===== src/core_pkg.sv =====
package core_pkg;

    // ------------------------------------------------------------
    // widths
    // ------------------------------------------------------------
    typedef logic [63:0] xlen_t;
    typedef logic [31:0] inst_t;
    typedef logic [4:0]  reg_addr_t;

    // major opcodes of the supported subset
    localparam logic [6:0] OP_IMM    = 7'b0010011;
    localparam logic [6:0] OP_REG    = 7'b0110011;
    localparam logic [6:0] OP_LOAD   = 7'b0000011;
    localparam logic [6:0] OP_STORE  = 7'b0100011;
    localparam logic [6:0] OP_BRANCH = 7'b1100011;

    // funct7 of sub, add uses all zeros
    localparam logic [6:0] FUNCT7_SUB = 7'b0100000;

    localparam xlen_t RESET_PC = 64'h0;

    // ------------------------------------------------------------
    // bundles
    // ------------------------------------------------------------
    // one system bus request, valid and ready travel beside it
    typedef struct packed {
        logic  write;
        xlen_t addr;
        xlen_t wdata;
    } bus_req_t;

    // memory op from execute to the load/store unit
    typedef struct packed {
        logic      is_store;
        xlen_t     addr;
        xlen_t     wdata;
        reg_addr_t rd;
    } mem_op_t;

    // one register write
    typedef struct packed {
        reg_addr_t rd;
        xlen_t     data;
    } wb_t;

    // instruction with the pc it was fetched from
    typedef struct packed {
        xlen_t pc;
        inst_t inst;
    } fetch_pkt_t;

    typedef enum logic [1:0] {
        ARB_IDLE,
        ARB_WAIT_D,
        ARB_WAIT_I
    } arb_state_t;

endpackage

===== src/reg_file.sv =====
`timescale 1ns/100ps
module reg_file import core_pkg::*; (
    input  logic      clk,
    input  logic      reset,
    input  reg_addr_t rs1,
    input  reg_addr_t rs2,
    output xlen_t     rdata1,
    output xlen_t     rdata2,
    input  logic      wb_valid,
    input  wb_t       wb
);
    xlen_t regs [32];

    // x0 is hardwired to zero
    assign rdata1 = (rs1 == '0) ? '0 : regs[rs1];
    assign rdata2 = (rs2 == '0) ? '0 : regs[rs2];

    always_ff @(posedge clk) begin
        if (reset) begin
            for (int i = 0; i < 32; i++) begin
                regs[i] <= '0;
            end
        end else if (wb_valid && wb.rd != '0) begin
            regs[wb.rd] <= wb.data;
        end
    end

endmodule


===== config.mk =====
export PLATFORM = sky130hd
export DESIGN_NAME = reg_file
export DESIGN_NICKNAME = d
export VERILOG_FILES = /design/src/core_pkg.sv /design/src/reg_file.sv
export SDC_FILE = /design/constraint.sdc
export NUM_CORES = 2
export LEC_CHECK = 0
export BUFFER_PORTS_ARGS = -buffer_cell sky130_fd_sc_hd__buf_2
export CELL_PAD_IN_SITES_DETAIL_PLACEMENT = 1
export CELL_PAD_IN_SITES_GLOBAL_PLACEMENT = 1
export CORE_MARGIN = 2
export CORE_UTILIZATION = 59
export DETAILED_ROUTE_END_ITERATION = 8
export GPL_ROUTABILITY_DRIVEN = 0
export GPL_TIMING_DRIVEN = 1
export PLACE_DENSITY_LB_ADDON = 0.1
export SETUP_SLACK_MARGIN = 0.2
export SLEW_MARGIN = 15
export SYNTH_ARGS = -nofsm -noshare
export SYNTH_HDL_FRONTEND = slang
export SYNTH_SLANG_ARGS = --single-unit
export TNS_END_PERCENT = 30

===== constraint.sdc =====
create_clock -name clk -period 6.8 [get_ports clk]
set_clock_uncertainty 0.05 [all_clocks]
set_input_delay 0.68 -clock clk [delete_from_list [all_inputs] [get_ports clk]]
set_output_delay 0.68 -clock clk [all_outputs]
set_load 0.02 [all_outputs]

## Word level (Yosys, flattened, before mapping)

Memory sizes are Yosys's and may differ from the RTL's.
Cells that the tools add are included.

| word-level totals | value |
|---|---|
| memory bits (read-only) | 0 |
| bits in writable memories | 2048 |
| flip-flop bits (word level) | 0 |
| output and inout port bits | 128 |
| latch bits | 0 |
| memories kept | 1 |
| bits of input ports | 82 |
| word-level logic and storage cells | 16 |

| cells by class | value |
|---|---|
| order comparisons | 0 |
| bitwise gates (word level) | 0 |
| add/subtract/negate cells | 0 |
| shift operators | 0 |
| eq/ne operators | 0 |
| reductions and logical operators | 5 |
| divide/modulo/power cells | 0 |
| multiplexer cells | 10 |
| $mul | 0 |

Memories:

| name | words | width | rd ports | clocked after memory_dff | wr ports | RTL line | RTL |
|---|---|---|---|---|---|---|---|
| regs | 32 | 64 | 2 | 0 | 32 | reg_file.sv:12 | `xlen_t regs [32];` |

Operators with widths:

| cell | number |
|---|---|
| 2-to-1 mux 64 bit | 3 |
| OR reduction 64 bit | 1 |
| zero test 5 bit | 2 |
| 2-to-1 mux 1 bit | 6 |
| 2-to-1 mux 5 bit | 1 |
| nonzero test 5 bit | 1 |
| logical AND 1 bit | 1 |

## Depth between registers and ports, before layout

| logic depth | value |
|---|---|
| depth in word-level cells | 7 |
| mapped depth | 10 |
| mapped depth without buffers | 5 |

## Least setup slack after synthesis

No wires, ideal clock.

| timing path | value |
|---|---|
| path type | input to output |
| start | in rs1[0] |
| end | out rdata1[42] |
| path slack | 3.245 ns |
| arrival time | 2.825 ns |
| stages | 9 |
| cells stage by stage | buf_4 buf_6 buf_6 buf_6 buf_8 mux2i_1 o22ai_1 a211oi_1 a2111oi_0 |

| between the ends | value |
|---|---|
| longest elaborated chain between the ends | 2 |
| elaborated cells on any way between the ends | 3 |
| classes of those cells | mux (1); reduce/logical (1); memory (1) |

Ends and longest elaborated chain:

| what | RTL line | RTL |
|---|---|---|
| start: declaration | reg_file.sv:5 | `input reg_addr_t rs1,` |
| memory (32 x 64 bit) or zero test 5 bit (tied branches) | -- |  |
| 2-to-1 mux 64 bit (*) | reg_file.sv:15 | `assign rdata1 = (rs1 == '0) ? '0 : regs[rs1];` |
| end: declaration | reg_file.sv:7 | `output xlen_t rdata1,` |

Every way passes the cells marked *; elsewhere a longest branch is shown, timed or not.

## Worst setup path in the final report

| timing path | value |
|---|---|
| start | in rs2[1] |
| end | out rdata2[1] |

| between the ends | value |
|---|---|
| longest elaborated chain between the ends | 2 |
| elaborated cells on any way between the ends | 3 |
| classes of those cells | mux (1); reduce/logical (1); memory (1) |

Ends and longest elaborated chain:

| what | RTL line | RTL |
|---|---|---|
| start: declaration | reg_file.sv:6 | `input reg_addr_t rs2,` |
| memory (32 x 64 bit) or zero test 5 bit (tied branches) | -- |  |
| 2-to-1 mux 64 bit (*) | reg_file.sv:16 | `assign rdata2 = (rs2 == '0) ? '0 : regs[rs2];` |
| end: declaration | reg_file.sv:8 | `output xlen_t rdata2,` |

Marks and branches as above.

==> impl_metrics.csv <==
group,metric,value,unit
layout,post-route-util,0.648,
power_and_ir_drop,totalPowerFinal,30.4,mW
power_and_ir_drop,switching_power,8.19,mW
setup_path,path_class,"primary input to output port",
timing,worst_slack,1.49,ns
layout,area_growth,9.33,%
timing,whs,0.298,ns
global_route,grt_usage,0.485,
synth,syn-cell-area,108000,um^2
global_route,grt_max_degree,121,
timing,period_share,0.781,
layout,regArea,61500,um^2
clock_network,root_buffer,"clkbuf_16",
synth,synth_cells,7055,
power_and_ir_drop,clock_power_share,0.369,
setup_path,path_depth,9,
layout,largest_reg_flops,2048,
die,rows,157,
detailed_routing,dr.max_layer_used,"met5",
power_and_ir_drop,pwr-share-seq,0.494,
synth,yosysTopAreaCellShare,0.568,
timing,slew_headroom,0.0786,
die,dieHeight,432,um
layout,drive_gt1_frac,0.252,
synth,yosys.area.top_type,"edfxtp_1",
placement,dp_hpwl,253,mm
setup_path,crit_chain,"buf_8, or2_2, buf_4, nor2_1, nor2_4, buf_4, nand2_1, o2111ai_1, buf_2",
power_and_ir_drop,power_density,257,nW/um^2
layout,fin_cells,9609,
die,start_util,0.593,
layout,top_regs,"regs x2048",
die,core_region_area,183000,um^2
setup_path,arrival,4.58,ns
placement,dp_cells,9143,
timing,post-route-min-period,5.31,ns
run_status,status,"finished with violations",
clock_network,clk_pin_slew,0.06,ns
detailed_routing,routed_wl,450,mm
placement,place.port_buffers,209,
clock_network,cts_inserted_buffers,215,
setup_path,critPathLaunchType,"primary input",
synth,synthArstFlopShare,0,
synth,syn_area_per_cell,15.3,um^2
synth,ys_seq_elements,2048,
synth,yosysSeqAreaShare,0.568,
clock_network,cts_setup_buffers,0,
detailed_routing,drt_iter0_markers,15200,
power_and_ir_drop,p_comb_frac,0.137,
clock_network,cts_resized,0,
setup_path,crit_end,"rdata2[1]",
synth,synthFlopType,"edfxtp_1",
layout,top_register,"regs",
setup_path,cp.buffers_inverters,4,
timing,setup_violations,0,
detailed_routing,met1Wirelength,140,mm
detailed_routing,dr_wl_met3,73.2,mm
die,die_x,432,um
timing,rsz0062_at_grt,"no",
timing,drv_slew,0,
detailed_routing,wl_met2,198,mm
setup_path,path_max_fanout,72,
placement,placed_area,112000,um^2
synth,synth_edf_count,2048,
detailed_routing,antenna_left,1,
synth,synth_cell_type_count,44,
global_route,antenna_found_initial,97,
power_and_ir_drop,peakVddDrop,272,uV
detailed_routing,via_per_inst,7.95,
clock_network,htree_num_levels,4,
setup_path,startpoint,"rs2[1]",
timing,finalHoldViolCount,0,
placement,post-place-ws,1.71,ns
setup_path,critical-path-max-stage-delay,0.67,ns
clock_network,cts_tree,"done",
synth,synth.area.top_cells,"edfxtp_1 (57%), mux4_2 (19%), and2_1 (11%)",
detailed_routing,drt-pass1-iter-count,6,
timing,setup_tns,0,ns
setup_path,crit_top_cell,"buf_4",
global_route,grt_pass1_wl,618,mm
layout,postLayoutCellArea,118000,um^2
power_and_ir_drop,p_leak,41.2,nW
detailed_routing,drcViolationCount,0,
setup_path,critPathTopFamily,"buffers and inverters",
global_route,grt_overflow,0,
power_and_ir_drop,switching_share,0.270,
detailed_routing,num_vias,76400,
layout,nets,7060,
setup_path,end_kind,"output port",
timing,tightest_slew,1.38,ns
run_status,violations,"antenna violations",
timing,max_freq,0.188,GHz
worst_hold_path,whs_path_depth,1,
die,io-pin-count,210,
power_and_ir_drop,p_int,22.2,mW
detailed_routing,routedWlPerCell,46.8,um
global_route,grt_pass1_vias,76900,
synth,synth.most_common_cell,"edfxtp_1",
die,die_area,187000,um^2
synth,ys_warn_count,0,
job,drv_cap,0,
layout,multi_input_area,44000,um^2
layout,fill_cells,16100,
setup_path,required,6.07,ns
setup_path,crit_path_top_delay_cell,"nor2_4",
clock_network,clockBufferDepth,3,
synth,yosys-top-cells-count,"edfxtp_1 (2,048), and2_1 (1,986), mux4_2 (906)",
clock_network,cts_sinks,2048,
worst_hold_path,hp-class,"primary input to register",
clock_network,postCtsHoldBufs,0,
[kinds of logic after synthesis]
family,synth area share
mux,0.235
other cells,0.0000346
flops,0.568
buf+inv,0.0317
simple gates,0.128
compound gates,0.0375
[power by group through the flow]
stage	registers [mW]	logic, mW	clock network [mW]
floorplan	15.0	2.39	0
global placement	15.1	3.91	0
detailed placement	15.2	3.98	0
CTS	15.0	4.01	11.1
global route	15.1	4.17	11.6
finish	15.0	4.18	11.2
[worst min path at each step]
stage                             end   from
after global placement    regs[0][24]  reset
after floorplan            regs[1][0]  wb[0]
after global routing       regs[0][5]  reset
after CTS                 regs[0][13]  reset
after detailed placement  regs[0][24]  reset
final                     regs[0][24]  reset
[layout by cell type (no fill, tap or decap), drive strengths merged, types with 5 or more instances in the layout]
master / synthesis / routed
o21ai: 10 / 10
a2111oi: 12 / 12
mux2i: 363 / 363
or2: 35 / 35
a22oi: 74 / 74
and2: 1986 / 1986
diode: 0 / 82
o221ai: 54 / 54
a21o: 42 / 42
a221oi: 58 / 58
nand3b: 5 / 5
mux4: 906 / 906
buf: 204 / 433
o2111ai: 30 / 30
clkinv: 1 / 87
and3: 31 / 31
clkbuf: 586 / 289
nor4: 9 / 9
nand2b: 7 / 7
nor2b: 15 / 15
conb: 1 / 64
o211ai: 30 / 30
a21oi: 49 / 49
edfxtp: 2048 / 2048
nand2: 108 / 108
o22ai: 100 / 100
a211oi: 11 / 11
nor2: 57 / 57
nand3: 22 / 22
a22o: 30 / 30
mux2: 122 / 122
o22a: 6 / 6
a32oi: 30 / 30
[final cells by class]
| class | count | share of cell area |
|---|---|---|
| diodes | 82 | 0.00173 |
| clock buffers | 289 | 0.0492 |
| clock inverters | 92 | 0.00410 |
| inverters | 2 | 0.0000740 |
| multi-input cells | 4278 | 0.372 |
| flip-flops and latches | 2048 | 0.520 |
| well taps | 2385 | 0.0252 |
| repair buffers | 433 | 0.0283 |
[routing by layer]
metal	up-vias	GRT usage
met5	-	0.00494
met4	60	0.350
met3	2192	0.180
met2	8178	0.706
met1	38900	0.598
li1	27100	-
Power figures use the tool's default switching activity.
