### config.mk
export PLATFORM = sky130hd
export DESIGN_NAME = execute_unit
export DESIGN_NICKNAME = d
export VERILOG_FILES = /design/src/core_pkg.sv /design/src/execute_unit.sv
export SDC_FILE = /design/constraint.sdc
export NUM_CORES = 1
export LEC_CHECK = 0
export ABC_AREA = 0
export ABC_CLOCK_PERIOD_IN_PS = 16000
export BUFFER_PORTS_ARGS = -buffer_cell sky130_fd_sc_hd__buf_2
export CORE_MARGIN = 1
export CORE_UTILIZATION = 35
export DETAILED_ROUTE_END_ITERATION = 16
export PLACE_DENSITY = 0.66
export SLEW_MARGIN = 10
export SYNTH_ARGS = -nofsm -noshare
export SYNTH_HDL_FRONTEND = slang
export SYNTH_SLANG_ARGS = --single-unit
### constraint.sdc
create_clock -name clk -period 16 [get_ports clk]
set_clock_uncertainty 0.1 [all_clocks]
set_input_delay 4 -clock clk [delete_from_list [all_inputs] [get_ports clk]]
set_output_delay 4 -clock clk [all_outputs]
set_load 0.05 [all_outputs]
### src/core_pkg.sv
package core_pkg;

    // ------------------------------------------------------------
    // widths
    // ------------------------------------------------------------
    typedef logic [63:0] xlen_t;
    typedef logic [31:0] inst_t;
    typedef logic [4:0]  reg_addr_t;

    // major opcodes of the supported subset
    localparam logic [6:0] OP_IMM    = 7'b0010011;
    localparam logic [6:0] OP_REG    = 7'b0110011;
    localparam logic [6:0] OP_LOAD   = 7'b0000011;
    localparam logic [6:0] OP_STORE  = 7'b0100011;
    localparam logic [6:0] OP_BRANCH = 7'b1100011;

    // funct7 of sub, add uses all zeros
    localparam logic [6:0] FUNCT7_SUB = 7'b0100000;

    localparam xlen_t RESET_PC = 64'h0;

    // ------------------------------------------------------------
    // bundles
    // ------------------------------------------------------------
    // one system bus request, valid and ready travel beside it
    typedef struct packed {
        logic  write;
        xlen_t addr;
        xlen_t wdata;
    } bus_req_t;

    // memory op from execute to the load/store unit
    typedef struct packed {
        logic      is_store;
        xlen_t     addr;
        xlen_t     wdata;
        reg_addr_t rd;
    } mem_op_t;

    // one register write
    typedef struct packed {
        reg_addr_t rd;
        xlen_t     data;
    } wb_t;

    // instruction with the pc it was fetched from
    typedef struct packed {
        xlen_t pc;
        inst_t inst;
    } fetch_pkt_t;

    typedef enum logic [1:0] {
        ARB_IDLE,
        ARB_WAIT_D,
        ARB_WAIT_I
    } arb_state_t;

endpackage
### src/execute_unit.sv
`timescale 1ns/100ps
module execute_unit import core_pkg::*; (
    input  logic       clk,
    input  logic       reset,
    input  logic       fetch_valid,
    input  fetch_pkt_t fetch_pkt,
    output logic       fetch_ready,
    output logic       redirect,
    output xlen_t      redirect_pc,
    output reg_addr_t  rs1,
    output reg_addr_t  rs2,
    input  xlen_t      rdata1,
    input  xlen_t      rdata2,
    output logic       mop_valid,
    output mem_op_t    mop,
    input  logic       mop_ready,
    input  logic       load_valid,
    input  wb_t        load_wb,
    output logic       wb_valid,
    output wb_t        wb
);
    inst_t     inst;
    logic [6:0] opcode;
    reg_addr_t rd;
    xlen_t     imm_i;
    xlen_t     imm_s;
    xlen_t     imm_b;
    logic      is_alu;
    logic      is_load;
    logic      is_mem;
    xlen_t     alu_result;
    logic      sb_valid;
    reg_addr_t sb_rd;
    logic      hold_valid;
    wb_t       hold_wb;
    logic      accept;

    // ------------------------------------------------------------
    // decode
    // ------------------------------------------------------------
    assign inst   = fetch_pkt.inst;
    assign opcode = inst[6:0];
    assign rd     = inst[11:7];
    assign rs1    = inst[19:15];
    assign rs2    = inst[24:20];
    assign imm_i  = {{52{inst[31]}}, inst[31:20]};
    assign imm_s  = {{52{inst[31]}}, inst[31:25], inst[11:7]};
    assign imm_b  = {{51{inst[31]}}, inst[31], inst[7], inst[30:25], inst[11:8], 1'b0};

    assign is_alu  = (opcode == OP_IMM) || (opcode == OP_REG);
    assign is_load = (opcode == OP_LOAD);
    assign is_mem  = is_load || (opcode == OP_STORE);

    // add, sub or addi
    always_comb begin
        if (opcode == OP_REG && inst[31:25] == FUNCT7_SUB) begin
            alu_result = rdata1 - rdata2;
        end else if (opcode == OP_REG) begin
            alu_result = rdata1 + rdata2;
        end else begin
            alu_result = rdata1 + imm_i;
        end
    end

    // ------------------------------------------------------------
    // stall and accept
    // ------------------------------------------------------------
    // no accept while the buffered packet is on the wrong path or a result waits,
    // on a hit against the pending load or the register about to be written,
    // or while the memory op slot cannot take another op
    assign fetch_ready = !redirect && !hold_valid
        && !(sb_valid && (rs1 == sb_rd || rs2 == sb_rd || rd == sb_rd))
        && !(wb_valid && (rs1 == wb.rd || rs2 == wb.rd))
        && (!is_mem || ((!mop_valid || mop_ready) && !(is_load && sb_valid)));
    assign accept = fetch_valid && fetch_ready;

    always_ff @(posedge clk) begin
        if (reset) begin
            redirect   <= 1'b0;
            mop_valid  <= 1'b0;
            sb_valid   <= 1'b0;
            hold_valid <= 1'b0;
            wb_valid   <= 1'b0;
        end else begin
            // taken beq
            redirect <= accept && (opcode == OP_BRANCH) && (rdata1 == rdata2);
            if (accept && is_mem) begin
                mop_valid <= 1'b1;
            end else if (mop_ready) begin
                mop_valid <= 1'b0;
            end
            // one-entry load scoreboard
            if (accept && is_load) begin
                sb_valid <= 1'b1;
            end else if (load_valid) begin
                sb_valid <= 1'b0;
            end
            // load data wins the writeback port, alu result waits a cycle
            hold_valid <= (hold_valid || (accept && is_alu)) && load_valid;
            wb_valid   <= load_valid || hold_valid || (accept && is_alu);
        end
    end

    always_ff @(posedge clk) begin
        redirect_pc <= fetch_pkt.pc + imm_b;
        if (accept && is_mem) begin
            mop.is_store <= !is_load;
            mop.addr     <= rdata1 + (is_load ? imm_i : imm_s);
            mop.wdata    <= rdata2;
            mop.rd       <= rd;
        end
        if (accept && is_load) begin
            sb_rd <= rd;
        end
        if (accept && is_alu) begin
            hold_wb.rd   <= rd;
            hold_wb.data <= alu_result;
        end
        if (load_valid) begin
            wb <= load_wb;
        end else if (hold_valid) begin
            wb <= hold_wb;
        end else begin
            wb.rd   <= rd;
            wb.data <= alu_result;
        end
    end

    // a taken branch redirects for exactly one cycle
    a_redirect_pulse: assert property (@(posedge clk) disable iff (reset)
        redirect |=> !redirect);

    // a load handed to the lsu is the one held by the scoreboard
    a_one_load: assert property (@(posedge clk) disable iff (reset)
        mop_valid && mop_ready && !mop.is_store |-> sb_valid && sb_rd == mop.rd);

endmodule

==> Word level (Yosys, flattened, before mapping) <==
Index checks and enable logic that the tools add are counted.
{ "totals": {"reg_bits": 346, "in_bits": 298, "word_cells": 77} }
{ "op_classes": {"addsub": 5, "n_reduce_logical": 36, "n_mux": 9, "n_eq_ne": 12} }
{ "ops": {"columns": ["operator", "n"], "rows": [
  ["$add A64 B64 Y64", 4],
  ["$mux W69", 2],
  ["$mux W64", 2],
  ["$eq A64 B64 Y1", 1],
  ["$sub A64 B64 Y64", 1],
  ["$eq A5 B5 Y1", 5],
  ["$eq A7 B6 Y1 const B", 3],
  ["$logic_and A1 B1 Y1", 16],
  ["$logic_or A1 B1 Y1", 10],
  ["$logic_not A1 Y1", 8],
  ["$eq A7 B2 Y1 const B", 1],
  ["$eq A7 B5 Y1 const B", 1],
  ["$eq A7 B7 Y1 const B", 1],
  ["$mux W5", 1],
  ["$mux W1", 4],
  ["$reduce_bool A2 Y1", 2]
]} }

==> Logic depth before layout (Yosys ltp) <==
{ "depth": {"depth_word": 12, "ltp_mapped": 21, "mapped_depth_nobuf": 19} }

==> Worst setup path before layout <==
Ideal clock, no wire load.
{ "synth_path": {"path_type": "input port to output port", "startpoint": "in fetch_pkt[3] (netlist name)", "endpoint": "out fetch_ready", "stages": 6, "slack_ns": 5.779, "t_arrival_ns": 6.121, "required_time_ns": 11.900, "path_cell_list": "nor2_1 nand3_1 or3_1 nor2_1 or4_1 a221oi_1"} }
{ "synth_between": {"elab_chain_len": 6, "elab_cells_between_ends": 9, "classes_between": "eq/ne: 2; reduce/logical: 7"} }
{ "synth_lines": {"columns": ["element", "line_no", "text"], "rows": [
  ["from (decl)", "execute_unit.sv:6", "input fetch_pkt_t fetch_pkt,"],
  ["$eq A7 B2 Y1", "execute_unit.sv:51", "assign is_load = (opcode == OP_LOAD);"],
  ["$logic_and A1 B1 Y1", "execute_unit.sv:74", "&& (!is_mem || ((!mop_valid || mop_ready) && !(is_load && sb_valid)));"],
  ["$logic_not A1 Y1", "execute_unit.sv:74", null],
  ["$logic_and A1 B1 Y1", "execute_unit.sv:74", null],
  ["$logic_or A1 B1 Y1 *", "execute_unit.sv:74", null],
  ["$logic_and A1 B1 Y1 *", "execute_unit.sv:74", null],
  ["to (decl)", "execute_unit.sv:7", "output logic fetch_ready,"]
]} }
Mark *: on every way between the ends. The rest lies on a longest branch, timed or not.

==> Worst setup path after layout <==
{ "layout_path": {"startpoint": "in fetch_pkt[2] (netlist name)", "endpoint": "out fetch_ready"} }
Same word-level chain as after synthesis.

==> summary.md <==
| Metric | Value |
|---|---|
| Setup TNS Final | 0 ns |
| Die X | 280 µm |
| Worst-path fanout max | 8 |
| Post-synthesis instance area | 27000 µm² |
| Setup ws final | around 5.8 ns |
| TritonRoute pass-1 iters | 7 |
| Slew Limit Headroom | between 30% and 40% |
| Layout area overhead | 18.9% |
| Drt drc | 0 |
| Row cnt | about 100 |
| Worst setup path class | in2out |
| Synth cell types | 95 |
| Crit path DAT | a little over 6 ns |
| Routed WL | a little under 100 mm |
| Type of origin of the critical path | primary input |
| Commonest non-fill, non-tap cell in the layout | buf_2 |
| Most frequent cells in the layout | buf_2 (574), a21oi_1 (312), nand2_1 (260) |
| R2R Setup Slk | around 12 ns |
| Max incr delay on CP | 0.66 ns |
| Routability Congestion | ~0.94 |
| Post-synthesis sequential area ratio | 33.4% |
| CTS tree | yes |
| Setup bufs post-CTS | 0 |
| Crit path capture type | output pin |
| Max Cap Viol | 0 |
| Crit-path leading delay family | simple AND/OR/NAND/NOR gates |
| Seq cells post-synth | 346 |
| Pwr/cell area | 99.6 nW/µm² |
| CP Cell Sequence | buf_2 -> nor2_1 -> nand3_1 -> or3_1 -> nor2_1 -> or4_1 -> a221oi_1 -> buf_2 |
| Synthesized instance count | 3049 |
| Worst path required time | 11.90 ns |
| Fill count | 7697 |
| Hpwl dp | 77.7 mm |
| DR vias | 25235 |
| PortBufs | 575 |
| Final nets | 4092 |
| Clk_lat worst skew | 0.58 ns |
| Syn_nets | ~3600 |
| Buffer depth of the longest clock path | 3 |
| Worst Path Buf+Inv | 2 |
| Syn Area/Cell | 8.85 µm² |
| Max VDD drop | between 0.07 and 0.08 mV |
| Predominant post-synthesis flop cell | edfxtp_1 |
| Pre-CTS setup slack | between 5 and 6 ns |
| Hold Vio Cnt, Final | 0 |
| Status | completed |
| Number of synthesized flops with an enable pin | 208 |
| Leak | approximately 15 nW |
| Pin count of the biggest net entering global routing | 82 |
| RSZ-0062 raised after global routing | false |
| Tcrit/Tclk final | between 60% and 70% |
| Die Ht | about 280 µm |
| Max-slew violation count | 0 |
| Yosys warnings | 0 |
| Total grt overflow | 0 |
| Area occupied by multi-input gates | 16800 µm² |
| Type of the most critical hold path | reg2reg |
| Antenna-violating nets left | 0 |
| Worst-path clk slew | 0.06 ns |
| Post-CTS Resized | 0 |
| CTS Sinks | 346 |
| Die area | 78200 µm² |
| Starting DRT DRC Count | 2159 |
| Async set-reset flop share out of synthesis | 0% |
| Via density per instance | 5.48 |
| Min Tclk post-route | around 10 ns |
| Hold buffer count at cts | 0 |
| Clk Tree Root Cell | clkbuf_16 |
| Io pins | 579 |
| Number of global-route vias before repair | 23566 |
| Reg area | 9010 µm² |
| Core Area | roughly 76000 µm² |
| Fraction of layout instances using a drive strength above 1 | about 20% |
| Max Clk Rate | 97.6 MHz |
| Initial Utilization | between 30 and 40% |
| H-tree depth | 2 |
| First-pass GRT wire length | 143 mm |
| GRT Overall Usage | 23.7% |
| Worst-Margin Slew | approximately 1 ns |
| WL/cell | approximately 21 µm |
| Setup violators final | 0 |
| Crit-path slowest cell | nor2_1 |
| Initial antenna violation count | 12 |
| CTS Buf Count | 41 |
==> flip-flops by register name, summed over array words and instances (netlist names), 5 cells and up <==
signal and count:
hold_wb 69, mop 134, redirect_pc 64, sb_rd 5
wb 69
==> through the flow <==
stage	hold slack [ns]	util, %	cell area, µm²	cells	total power [mW]
floorplan	0.347	-	27000	3049	1.88
global placement	0.371	40.3	30700	4520	2.21
detailed placement	0.375	40.3	30700	4520	2.21
CTS	0.394	42.1	32000	4595	3.21
global route	0.423	42.2	32100	4604	3.34
finish	0.395	42.2	32100	4605	3.20
==> cell usage after synthesis, types with 9 or more instances <==
cell type,instances,share of area (%)
dfxtp_1,138,10
nand4_1,58,1.3
xnor2_1,157,5.1
nor3_1,52,0.96
mux2_2,17,0.71
o31ai_1,23,0.64
a31oi_1,34,0.79
or3_1,16,0.37
edfxtp_1,208,23
a21o_1,209,5.8
inv_1,144,2.0
xor2_1,85,2.8
and4_1,9,0.29
mux2i_1,54,2.0
o211ai_1,15,0.42
and2_1,17,0.39
o22ai_1,30,0.70
o21ai_1,15,0.28
buf_4,10,0.28
nand3_1,66,1.2
o21a_1,30,0.83
nand2_1,260,3.6
o21bai_1,58,1.6
buf_1,11,0.15
a31o_2,10,0.32
o21ba_2,14,0.52
a211oi_1,18,0.50
nand2b_1,31,0.72
nor2b_1,29,0.67
ha_1,257,12
clkbuf_1,115,1.6
o21ai_0,190,3.5
nor2_1,167,2.3
a21oi_1,312,5.8
and3_1,24,0.56
==> per-layer routing <==
layer	vias up	wire length, µm	global-route usage, %
li1	12248	-	-
met1	11930	45700	33.6
met2	895	42200	36.5
met3	162	5490	3.07
met4	0	3520	8.97
met5	-	0	0
==> report_power, final <==
group / internal, mW / leakage, nW / switching [mW]
Sequential: 1.03 / 3.04 / 0.0177
Clock: 0.578 / 0.674 / 0.408
Combinational: 0.378 / 11.0 / 0.789
==> final timing paths <==
kind                                   start           to  depth (start not counted)
worst max-delay path            fetch_pkt[2]  fetch_ready                          8
worst max register to register      sb_rd[2]     mop[103]                          9
worst min register to register   hold_wb[62]       wb[62]                          2
worst min-delay path             hold_wb[62]       wb[62]                          2
==> worst min-delay path: stages, from the launching register on <==
cell,delay [ns]
edfxtp_1,0.33
a22oi_1,0.06
o21ai_1,0.06
==> area by class of cell <==
type	count	area share [%]
timing repair buffer	588	9.28
tap	1030	4.02
inverter	145	1.71
multi-input combinational	2411	52.5
antenna	10	0.0780
clock inverter	26	0.874
sequential	346	28.1
clock buffer	49	3.45
==> cell families after synthesis <==
family / count (synthesis) / synth area share [%]
xor+xnor: 242 / 7.86
compound gates: 1069 / 26.0
flops: 346 / 33.4
simple gates: 768 / 13.6
mux: 71 / 2.71
fa+ha+maj: 261 / 12.2
buf+inv: 292 / 4.25
(Power assumes the default switching activity.)
