===== config.mk =====
export PLATFORM = sky130hd
export DESIGN_NAME = fetch_unit
export DESIGN_NICKNAME = d
export VERILOG_FILES = /design/src/core_pkg.sv /design/src/fetch_unit.sv
export SDC_FILE = /design/constraint.sdc
export NUM_CORES = 1
export LEC_CHECK = 0
export BUFFER_PORTS_ARGS = -buffer_cell sky130_fd_sc_hd__buf_2
export CELL_PAD_IN_SITES_DETAIL_PLACEMENT = 1
export CELL_PAD_IN_SITES_GLOBAL_PLACEMENT = 1
export CORE_UTILIZATION = 43
export CTS_BUF_LIST = sky130_fd_sc_hd__clkbuf_4 sky130_fd_sc_hd__clkbuf_8
export DETAILED_ROUTE_END_ITERATION = 8
export PLACE_DENSITY = 0.95
export SYNTH_ARGS = -nofsm -noshare
export SYNTH_HDL_FRONTEND = slang
export SYNTH_SLANG_ARGS = --single-unit

===== constraint.sdc =====
create_clock -name clk -period 9.45 [get_ports clk]
set_input_delay 0.4725 -clock clk [delete_from_list [all_inputs] [get_ports clk]]
set_output_delay 0.4725 -clock clk [all_outputs]
set_load 0.1 [all_outputs]

===== src/core_pkg.sv =====
package core_pkg;

    // ------------------------------------------------------------
    // widths
    // ------------------------------------------------------------
    typedef logic [63:0] xlen_t;
    typedef logic [31:0] inst_t;
    typedef logic [4:0]  reg_addr_t;

    // major opcodes of the supported subset
    localparam logic [6:0] OP_IMM    = 7'b0010011;
    localparam logic [6:0] OP_REG    = 7'b0110011;
    localparam logic [6:0] OP_LOAD   = 7'b0000011;
    localparam logic [6:0] OP_STORE  = 7'b0100011;
    localparam logic [6:0] OP_BRANCH = 7'b1100011;

    // funct7 of sub, add uses all zeros
    localparam logic [6:0] FUNCT7_SUB = 7'b0100000;

    localparam xlen_t RESET_PC = 64'h0;

    // ------------------------------------------------------------
    // bundles
    // ------------------------------------------------------------
    // one system bus request, valid and ready travel beside it
    typedef struct packed {
        logic  write;
        xlen_t addr;
        xlen_t wdata;
    } bus_req_t;

    // memory op from execute to the load/store unit
    typedef struct packed {
        logic      is_store;
        xlen_t     addr;
        xlen_t     wdata;
        reg_addr_t rd;
    } mem_op_t;

    // one register write
    typedef struct packed {
        reg_addr_t rd;
        xlen_t     data;
    } wb_t;

    // instruction with the pc it was fetched from
    typedef struct packed {
        xlen_t pc;
        inst_t inst;
    } fetch_pkt_t;

    typedef enum logic [1:0] {
        ARB_IDLE,
        ARB_WAIT_D,
        ARB_WAIT_I
    } arb_state_t;

endpackage

===== src/fetch_unit.sv =====
`timescale 1ns/100ps
module fetch_unit import core_pkg::*; (
    input  logic       clk,
    input  logic       reset,
    input  logic       redirect,
    input  xlen_t      redirect_pc,
    output logic       req_valid,
    output bus_req_t   req,
    input  logic       req_ready,
    input  logic       rsp_valid,
    input  xlen_t      rsp_data,
    output logic       fetch_valid,
    output fetch_pkt_t fetch_pkt,
    input  logic       fetch_ready
);
    xlen_t pc;
    xlen_t inflight_pc;
    logic  busy;
    logic  discard;
    logic  issue;

    // new request only when nothing is outstanding and the buffer frees up
    assign issue = !req_valid && !busy && (!fetch_valid || fetch_ready) && !redirect;

    always_ff @(posedge clk) begin
        if (reset) begin
            pc          <= RESET_PC;
            req_valid   <= 1'b0;
            busy        <= 1'b0;
            discard     <= 1'b0;
            fetch_valid <= 1'b0;
        end else begin
            if (issue) begin
                req_valid <= 1'b1;
                pc        <= pc + 64'd4;
            end
            // request taken, now wait for the response
            if (req_valid && req_ready) begin
                req_valid <= 1'b0;
                busy      <= 1'b1;
            end
            if (fetch_valid && fetch_ready) begin
                fetch_valid <= 1'b0;
            end
            if (busy && rsp_valid) begin
                busy        <= 1'b0;
                discard     <= 1'b0;
                fetch_valid <= !discard && !redirect;
            end
            // wrong path, flush buffer and mark the in-flight fetch
            if (redirect) begin
                pc          <= redirect_pc;
                fetch_valid <= 1'b0;
                discard     <= req_valid || (busy && !rsp_valid);
            end
        end
    end

    always_ff @(posedge clk) begin
        if (issue) begin
            inflight_pc <= pc;
            req.write   <= 1'b0;
            req.addr    <= {pc[63:3], 3'b000};
            req.wdata   <= '0;
        end
        // pc bit 2 picks the half of the 64-bit word
        if (busy && rsp_valid) begin
            fetch_pkt.pc   <= inflight_pc;
            fetch_pkt.inst <= inflight_pc[2] ? rsp_data[63:32] : rsp_data[31:0];
        end
    end

    // request held until the arbiter takes it
    a_req_stable: assert property (@(posedge clk) disable iff (reset)
        req_valid && !req_ready |=> $stable(req));

endmodule


# == After elaboration in Yosys (flattened, before gate mapping) ==
# Cells that the tools add are included.
# op_classes
n_mux,7
div_mod_pow,0
n_reduce_logical,22
multipliers,0
n_eq_ne,0
shifts,0
add_sub_neg,1
n_lt_le_gt_ge,0
n_bitwise,0
# ops
cell,n
64-bit two-way mux,2
64-bit by 3-bit adder with 64-bit output (second input constant),1
32-bit two-way mux,1
1-bit logical AND,8
1-bit zero test,6
2-bit nonzero test,3
2-bit OR reduction,3
1-bit two-way mux,4
1-bit logical OR,2
# word_totals
latch_bits,0
regBits,289
romBits,0
n_memories,0
inputBits,134
ramBits,0
wordCells,39

# == Logic depth before layout (Yosys ltp) ==
# Gate-level depths: netlist of run 1.
# logic_depth
depth_word,6
ltp_mapped,8
depth_no_buf,5

# == Worst setup path after synthesis of run 1 ==
# No wires, ideal clock.
# synth_timing
kind,flip-flop to flip-flop
startpoint,reg req_valid
endpoint,reg pc[53]
arrival_ns,4.699
n_path_buf,0
path_slack_ns,4.672
stages_incl_launch_ff,6
setup_ns,0.079
cell_sequence,dfxtp_1 -> nor2_1 -> nand2_1 -> nor2_1 -> o2111ai_1 -> nand3_1
# synth_between
elab_chain_cells,5
# synth_rtl
element,line,rtl
start: declaration,fetch_unit.sv:7,"output logic req_valid,"
start signal: assignment,fetch_unit.sv:28,req_valid <= 1'b0;
start signal: assignment,fetch_unit.sv:34,req_valid <= 1'b1;
start signal: assignment,fetch_unit.sv:39,req_valid <= 1'b0;
1-bit zero test,fetch_unit.sv:23,assign issue = !req_valid && !busy && (!fetch_valid || fetch_ready) && !redirect;
1-bit logical AND (3 in a row),fetch_unit.sv:23,
via issue,fetch_unit.sv:20,logic issue;
2-bit nonzero test (no line),n/a,
end signal: assignment,fetch_unit.sv:35,pc <= pc + 64'd4;
end signal: assignment,fetch_unit.sv:52,pc <= redirect_pc;
end: declaration,fetch_unit.sv:16,xlen_t pc;
# The timed path passes the listed nets, and every way through them passes these cells.
# A chain may end at the register's enable or synchronous reset.

# == Final worst setup path of run 1 ==
# layout_timing
startpoint,reg req_valid
endpoint,reg pc[49]
# layout_between
elab_chain_cells,5
# layout_rtl
element,line
1-bit zero test,fetch_unit.sv:23
1-bit logical AND (3 in a row),fetch_unit.sv:23
2-bit nonzero test (no line),n/a
# Every way passes these cells.

==> run_results.csv, run 1 <==
group,metric,value,unit
status,status,"finished clean",
final_layout,drive_above_1_share,36.9,%
final_layout,mostFrequentLayoutCells,"buf_2, edfxtp_1, conb_1, dfxtp_1, nor2_1",
global_routing,grt_max_degree,94,
timing,finalHoldViolations,0,
routing,wirelength,29200,um
floorplanning,fp.dieW,156,um
routing,first_pass_iters,5,
critical_path,worstSetupStartpointType,"flop",
power_and_ir_drop,p_switching,0.000845,W
power_and_ir_drop,clkPwrFrac,36.6,%
yosys,ys_seq_area_share,60.7,%
timing,setup_tns,0,ns
timing,max_clock_freq,323,MHz
yosys,synth-seq-cells,228,
final_layout,fin_cells,1424,
routing,wl_met1,11200,um
global_routing,grt_antenna_before_repair,7,
place,hpwlAfterDp,21100,um
place,place_inst,1350,
floorplanning,num_rows,55,
clock_network,postCtsSetupBuffers,0,
min_path,hold_depth,2,
place,place.gp.congestion,0.858,
routing,via_count,7500,
critical_path,crit_fanout,12,
yosys,ys.flop_type,"edfxtp_1",
critical_path,cp.arrival,3.54,ns
timing,tightestPinTransition,0.937,ns
routing,drc,0,
timing,rsz0062_at_grt,"no",
final_layout,area_growth,18.7,%
final_layout,final_common_cell,"buf_2",
timing,finalSetupViolations,0,
yosys,synth_edf_count,160,
floorplanning,core_area,0.0229,mm^2
floorplanning,die-area,0.0243,mm^2
routing,antenna_left,0,
power_and_ir_drop,p_comb_share,18.4,%
power_and_ir_drop,intPower,0.00177,W
final_layout,fill_cells,2549,
timing,finClkSkew,0.0165,ns
clock_network,cts_hold_buf,0,
power_and_ir_drop,swShare,32.3,%
clock_network,cts_resized,0,
routing,top_layer_used,"met5",
critical_path,slowest_stage,"or4_1",
critical_path,path_cells,"nor2_1, nand4_1, or4_1, or4_1, a311oi_1",
clock_network,clk_latency,0.54,ns
min_path,hold_class,"in -> reg",
clock_network,cts_root_buffer,"clkbuf_8",
timing,report.final.slew_viol_count,0,
yosys,yosys_warnings,0,
power_and_ir_drop,p_leak,4.66,nW
final_layout,post-route-cell-area,0.0121,mm^2
clock_network,clk_pin_slew,0.06,ns
yosys,syn_area,0.0102,mm^2
critical_path,slowest_delay,0.85,ns
run,cap_violations,0,
routing,wl_met3,2180,um
routing,avgViaCountPerCell,5.27,
clock_network,htreeDepth,2,
yosys,netlist_instances,839,
clock_network,cts.sinks,228,
critical_path,worstPathBufferInverterCount,0,
yosys,async_flop_share,0,%
power_and_ir_drop,peakVddDrop,0.000113,V
critical_path,r2r.worst_path.cells,5,
floorplanning,start_util,44.3,%
clock_network,cts_buffer_depth,3,
power_and_ir_drop,p_seq_share,45.1,%
final_layout,nets,1213,
critical_path,cp_num_cells,5,
critical_path,cp-end-kind,"flop",
place,portBuffers,292,
routing,wl_met2,15100,um
critical_path,cp.required,9.89,ns
floorplanning,die_height,156,um
global_routing,grt_pass1_wl,43500,um
power_and_ir_drop,p_per_area,217,mW/mm^2
global_routing,grt.overflow.total,0,
place,placed_cell_area,0.0112,mm^2
yosys,syn_area_per_cell,12.1,um^2
floorplanning,io_pins,361,
routing,wire_per_inst,20.5,um
routing,drt_iter0_markers,521,
timing,max_slew_margin,37.5,%
timing,period_minus_slack,3.10,ns
timing,fin_crit_sh,32.8,%
clock_network,cts_buffers,39,
critical_path,critPathMostFrequentCell,"or4_1",
critical_path,crit_type,"reg -> reg",
global_routing,grt_pass1_vias,7663,
clock_network,cts_tree,"built",
global_routing,grt_use_total,23.6,%
critical_path,cpLargestDelayFamily,"simple AND/OR/NAND/NOR gates",
yosys,synthDistinctLibCells,49,
-- path summary, 6_finish.rpt --
path                        from            end  slack, ns
hold reg to reg   inflight_pc[1]  fetch_pkt[33]       0.43
setup reg to reg       req_valid         pc[49]       6.35
setup / recovery       req_valid         pc[49]       6.35
hold / removal    redirect_pc[7]          pc[7]       0.18
-- synthesized netlist by cell type (all sizes together) (10+ instances only) --
library cell  count  area [um^2]
nor2             63          236
dfxtp            68         1360
a211oi           24          180
nand4            32          213
o21ai            13         65.1
or4              16          120
mux2             33          372
clkbuf           29          109
inv              10         37.5
edfxtp          160         4800
nor4             18          119
nand2            53          199
buf             138         1000
nor3             13         65.1
o31ai            11         82.6
nand3            26          130
a311oi           19          166
or3              16          100
xnor2            20          175
-- kinds of logic after synthesis --
group | after synthesis | share of synthesized area, %
other | 1 | 0.0369
XOR/XNOR | 29 | 2.50
buffers and inverters | 177 | 11.3
adder cells (fa/ha/maj) | 1 | 0.123
flip-flops | 228 | 60.7
AO/OA/AOI/OAI | 99 | 7.58
AND/OR/NAND/NOR | 269 | 13.9
multiplexers | 35 | 3.85
-- metal layers --
| metal | up-vias | track usage (%) |
|---|---|---|
| met5 | - | 0 |
| met4 | 6 | 8.17 |
| met3 | 64 | 5.64 |
| met2 | 351 | 41.9 |
| met1 | 3642 | 27.9 |
| li1 | 3437 | - |
-- state kept, by name (all words and copies together), names as in the netlist --
name	flops
pc	64
req_valid	1
discard	1
inflight_pc	64
fetch_pkt	96
busy	1
fetch_valid	1
-- area by class of cell --
type / instances / area, um^2 / area share (%)
multi-input cells: 501 / 3110 / 25.8
clock inverters: 8 / 85.1 / 0.705
clock buffers: 63 / 761 / 6.31
repair buffers: 298 / 1510 / 12.5
flip-flops and latches: 228 / 6170 / 51.1
inverters: 10 / 38.8 / 0.322
well taps: 313 / 392 / 3.25
diodes: 3 / 7.51 / 0.0622
-- metrics by stage --
stage          worst slack [ns]  total power, W  utilization (%)  hold WS, ns
2_1_floorplan              4.67         0.00163                -        0.400
3_3_place_gp               6.42         0.00167             48.9        0.409
3_5_place_dp               6.35         0.00168             48.9        0.413
4_1_cts                    6.40         0.00264             52.6        0.152
5_1_grt                    6.18         0.00271             52.6        0.155
6_report                   6.35         0.00262             52.6        0.179
-- power groups by stage --
stage	logic, W	registers (W)	clock network, W
after global placement	0.000471	0.00120	0
after floorplan	0.000401	0.00123	0
after detailed placement	0.000479	0.00120	0
final	0.000480	0.00118	0.000957
after global routing	0.000498	0.00119	0.00103
after CTS	0.000481	0.00118	0.000981
Note: power is estimated with default switching activity, not from simulation.
==> inputs of run 2 (changes only) <==
--- a/config.mk
+++ b/config.mk
@@ -5,13 +5,14 @@
 export SDC_FILE = /design/constraint.sdc
 export NUM_CORES = 1
 export LEC_CHECK = 0
+export ABC_AREA = 1
 export BUFFER_PORTS_ARGS = -buffer_cell sky130_fd_sc_hd__buf_2
 export CELL_PAD_IN_SITES_DETAIL_PLACEMENT = 1
 export CELL_PAD_IN_SITES_GLOBAL_PLACEMENT = 1
-export CORE_UTILIZATION = 43
+export CORE_UTILIZATION = 35
 export CTS_BUF_LIST = sky130_fd_sc_hd__clkbuf_4 sky130_fd_sc_hd__clkbuf_8
 export DETAILED_ROUTE_END_ITERATION = 8
-export PLACE_DENSITY = 0.95
+export PLACE_DENSITY = 0.88
 export SYNTH_ARGS = -nofsm -noshare
 export SYNTH_HDL_FRONTEND = slang
 export SYNTH_SLANG_ARGS = --single-unit
==> constraint.sdc (replaced) <==
create_clock -name clk -period 2.65 [get_ports clk]
set_input_delay 0.1325 -clock clk [delete_from_list [all_inputs] [get_ports clk]]
set_output_delay 0.1325 -clock clk [all_outputs]
set_load 0.1 [all_outputs]
==> run_results.csv, run 2 <==
group,metric,value,unit
yosys,syn_area_per_cell,9.43,um^2
critical_path,crit_start,"busy",
global_routing,grt_use_total,23.4,%
place,hpwlAfterDp,26100,um
final_layout,drive_above_1_share,27.6,%
yosys,synth_top_area_cell,"edfxtp_1",
clock_network,postCtsSetupBuffers,0,
global_routing,grt_antenna_before_repair,1,
timing,fin_crit_sh,93.0,%
floorplanning,io_pins,361,
clock_network,clk_pin_slew,0.06,ns
place,place.gp.congestion,0.931,
global_routing,grt_pass1_vias,10200,
critical_path,cp-end-kind,"flop",
yosys,synthDominantCellAreaShare,43.4,%
clock_network,cts_buffer_depth,3,
yosys,netlist_instances,1175,
status,status,"finished, violations left",
floorplanning,die_height,180,um
final_layout,nets,1694,
power_and_ir_drop,p_per_area,691,mW/mm^2
final_layout,area_growth,30.4,%
timing,finalSetupViolations,0,
min_path,hold_class,"in -> reg",
yosys,synth_edf_count,160,
floorplanning,core_area,0.0308,mm^2
routing,antenna_left,0,
floorplanning,num_rows,64,
clock_network,clk_latency,0.57,ns
critical_path,cp.arrival,2.89,ns
timing,max_slew_margin,48.2,%
final_layout,mostFrequentLayoutCells,"buf_2, nand2_1, edfxtp_1, nor2_1, dlygate4sd3_1",
routing,first_pass_iters,9,
critical_path,cp.required,3.08,ns
critical_path,worstSetupStartpointType,"flop",
final_layout,largest_reg_flops,96,
routing,avgViaCountPerCell,4.83,
clock_network,cts_resized,0,
routing,wirelength,38500,um
final_layout,regMostFlops,"fetch_pkt",
final_layout,reg.largest.list,"fetch_pkt x96, inflight_pc x64, pc x64",
clock_network,cts_buffers,42,
global_routing,grt_pass1_wl,58400,um
timing,finalHoldViolations,0,
timing,rsz0062_at_grt,"no",
floorplanning,die-area,0.0324,mm^2
timing,finClkSkew,0.0415,ns
critical_path,crit_fanout,19,
yosys,synthTopCellsByArea,"edfxtp_1, dfxtp_1, nand2_1",
routing,wire_per_inst,19.4,um
run,cap_violations,0,
status,violations,"DRC",
global_routing,grt_max_degree,126,
timing,holdWs,0.0335,ns
final_layout,final_common_cell,"buf_2",
yosys,ys.flop_type,"edfxtp_1",
yosys,async_flop_share,0,%
power_and_ir_drop,peakVddDrop,0.000410,V
clock_network,htreeDepth,2,
yosys,synthDistinctLibCells,40,
clock_network,cts_hold_buf,132,
yosys,yosysMostFrequentCell,"nand2_1",
routing,via_count,9611,
global_routing,grt.overflow.total,0,
timing,period_minus_slack,2.46,ns
yosys,yosys_warnings,0,
min_path,hp-start,"redirect",
yosys,syn_area,0.0111,mm^2
clock_network,cts.sinks,228,
yosys,ys_seq_area_share,55.7,%
timing,tightestPinTransition,0.776,ns
timing,max_clock_freq,406,MHz
routing,drt_iter0_markers,794,
floorplanning,fp.dieW,180,um
critical_path,regToRegStartpoint,"busy",
yosys,synth-seq-cells,228,
clock_network,cts_root_buffer,"clkbuf_8",
place,portBuffers,292,
yosys,yosys-top-cells-count,"nand2_1, edfxtp_1, nor2_1, buf_4, inv_1",
clock_network,cts_tree,"built",
routing,drc,66,
power_and_ir_drop,p_leak,5.77,nW
critical_path,crit_type,"reg -> reg",
floorplanning,start_util,35.9,%
timing,setup_tns,0,ns
timing,report.final.slew_viol_count,0,
-- run 2: worst paths after layout --
| path | slack, ns | cells past startpoint | endpoint |
|---|---|---|---|
| max | 0.19 | 8 | pc[19] |
| min | 0.03 | 4 | pc[3] |
| max reg2reg | 0.19 | 8 | pc[19] |
| min reg2reg | 0.42 | 0 | fetch_pkt[33] |
-- run 2: area by class of cell --
cell class | count | area, um^2
Antenna cell | 2 | 5.00
Clock inverter | 19 | 121
Fill cell | 3661 | 16400
Timing Repair Buffer | 431 | 2860
Multi-Input combinational cell | 769 | 3750
Tap cell | 396 | 495
Clock buffer | 58 | 723
Sequential cell | 228 | 6170
Inverter | 87 | 330
-- run 2: cell families after synthesis --
family	after synthesis	share of synthesized area (%)
and+or+nand+nor	509	19.4
AOI/OAI and AO/OA	130	6.38
other	1	0.0338
adders and majority gates	1	0.113
xor gates and xnor gates	29	2.29
buffers and inverters	245	12.9
DFF	228	55.7
muxes	32	3.25
-- run 2: through the flow --
step	std cells	util, %	power [W]	setup slack [ns]	instance area (um^2)
6_report	1990	46.9	0.00998	0.186	14400
5_1_grt	1989	46.9	0.0103	0.0538	14400
4_1_cts	1988	46.8	0.0100	0.204	14400
3_5_place_dp	1779	39.8	0.00640	0.681	12300
3_3_place_gp	1779	39.8	0.00637	0.708	12300
2_1_floorplan	1242	-	0.00616	0.340	11300
-- run 2: metal layers --
layer  GRT usage [%]  vias to the layer above  part of all wire (%)
met4            9.17                        0                   3.0
met1            28.3                     4674                    40
met2            41.3                      398                    51
met5               0                        -                     0
li1                -                     4463                     -
met3            3.85                       76                   5.8
-- run 2: worst max-delay path: stages, from the launching register on --
cell and delay, ns:
dfxtp_1 0.33, nor2_1 0.11, o21ai_1 0.17, nand2_1 0.15, clkinv_1 0.49, a22o_1 0.37, a21oi_1 0.11, nor2_1 0.05
dlygate4sd3_1 0.57
-- run 2: power by group --
part           internal [W]  switching, W  leakage (nW)
Combinational      0.000469       0.00181          3.26
Clock               0.00188       0.00156         0.441
Sequential          0.00408      0.000185          2.07
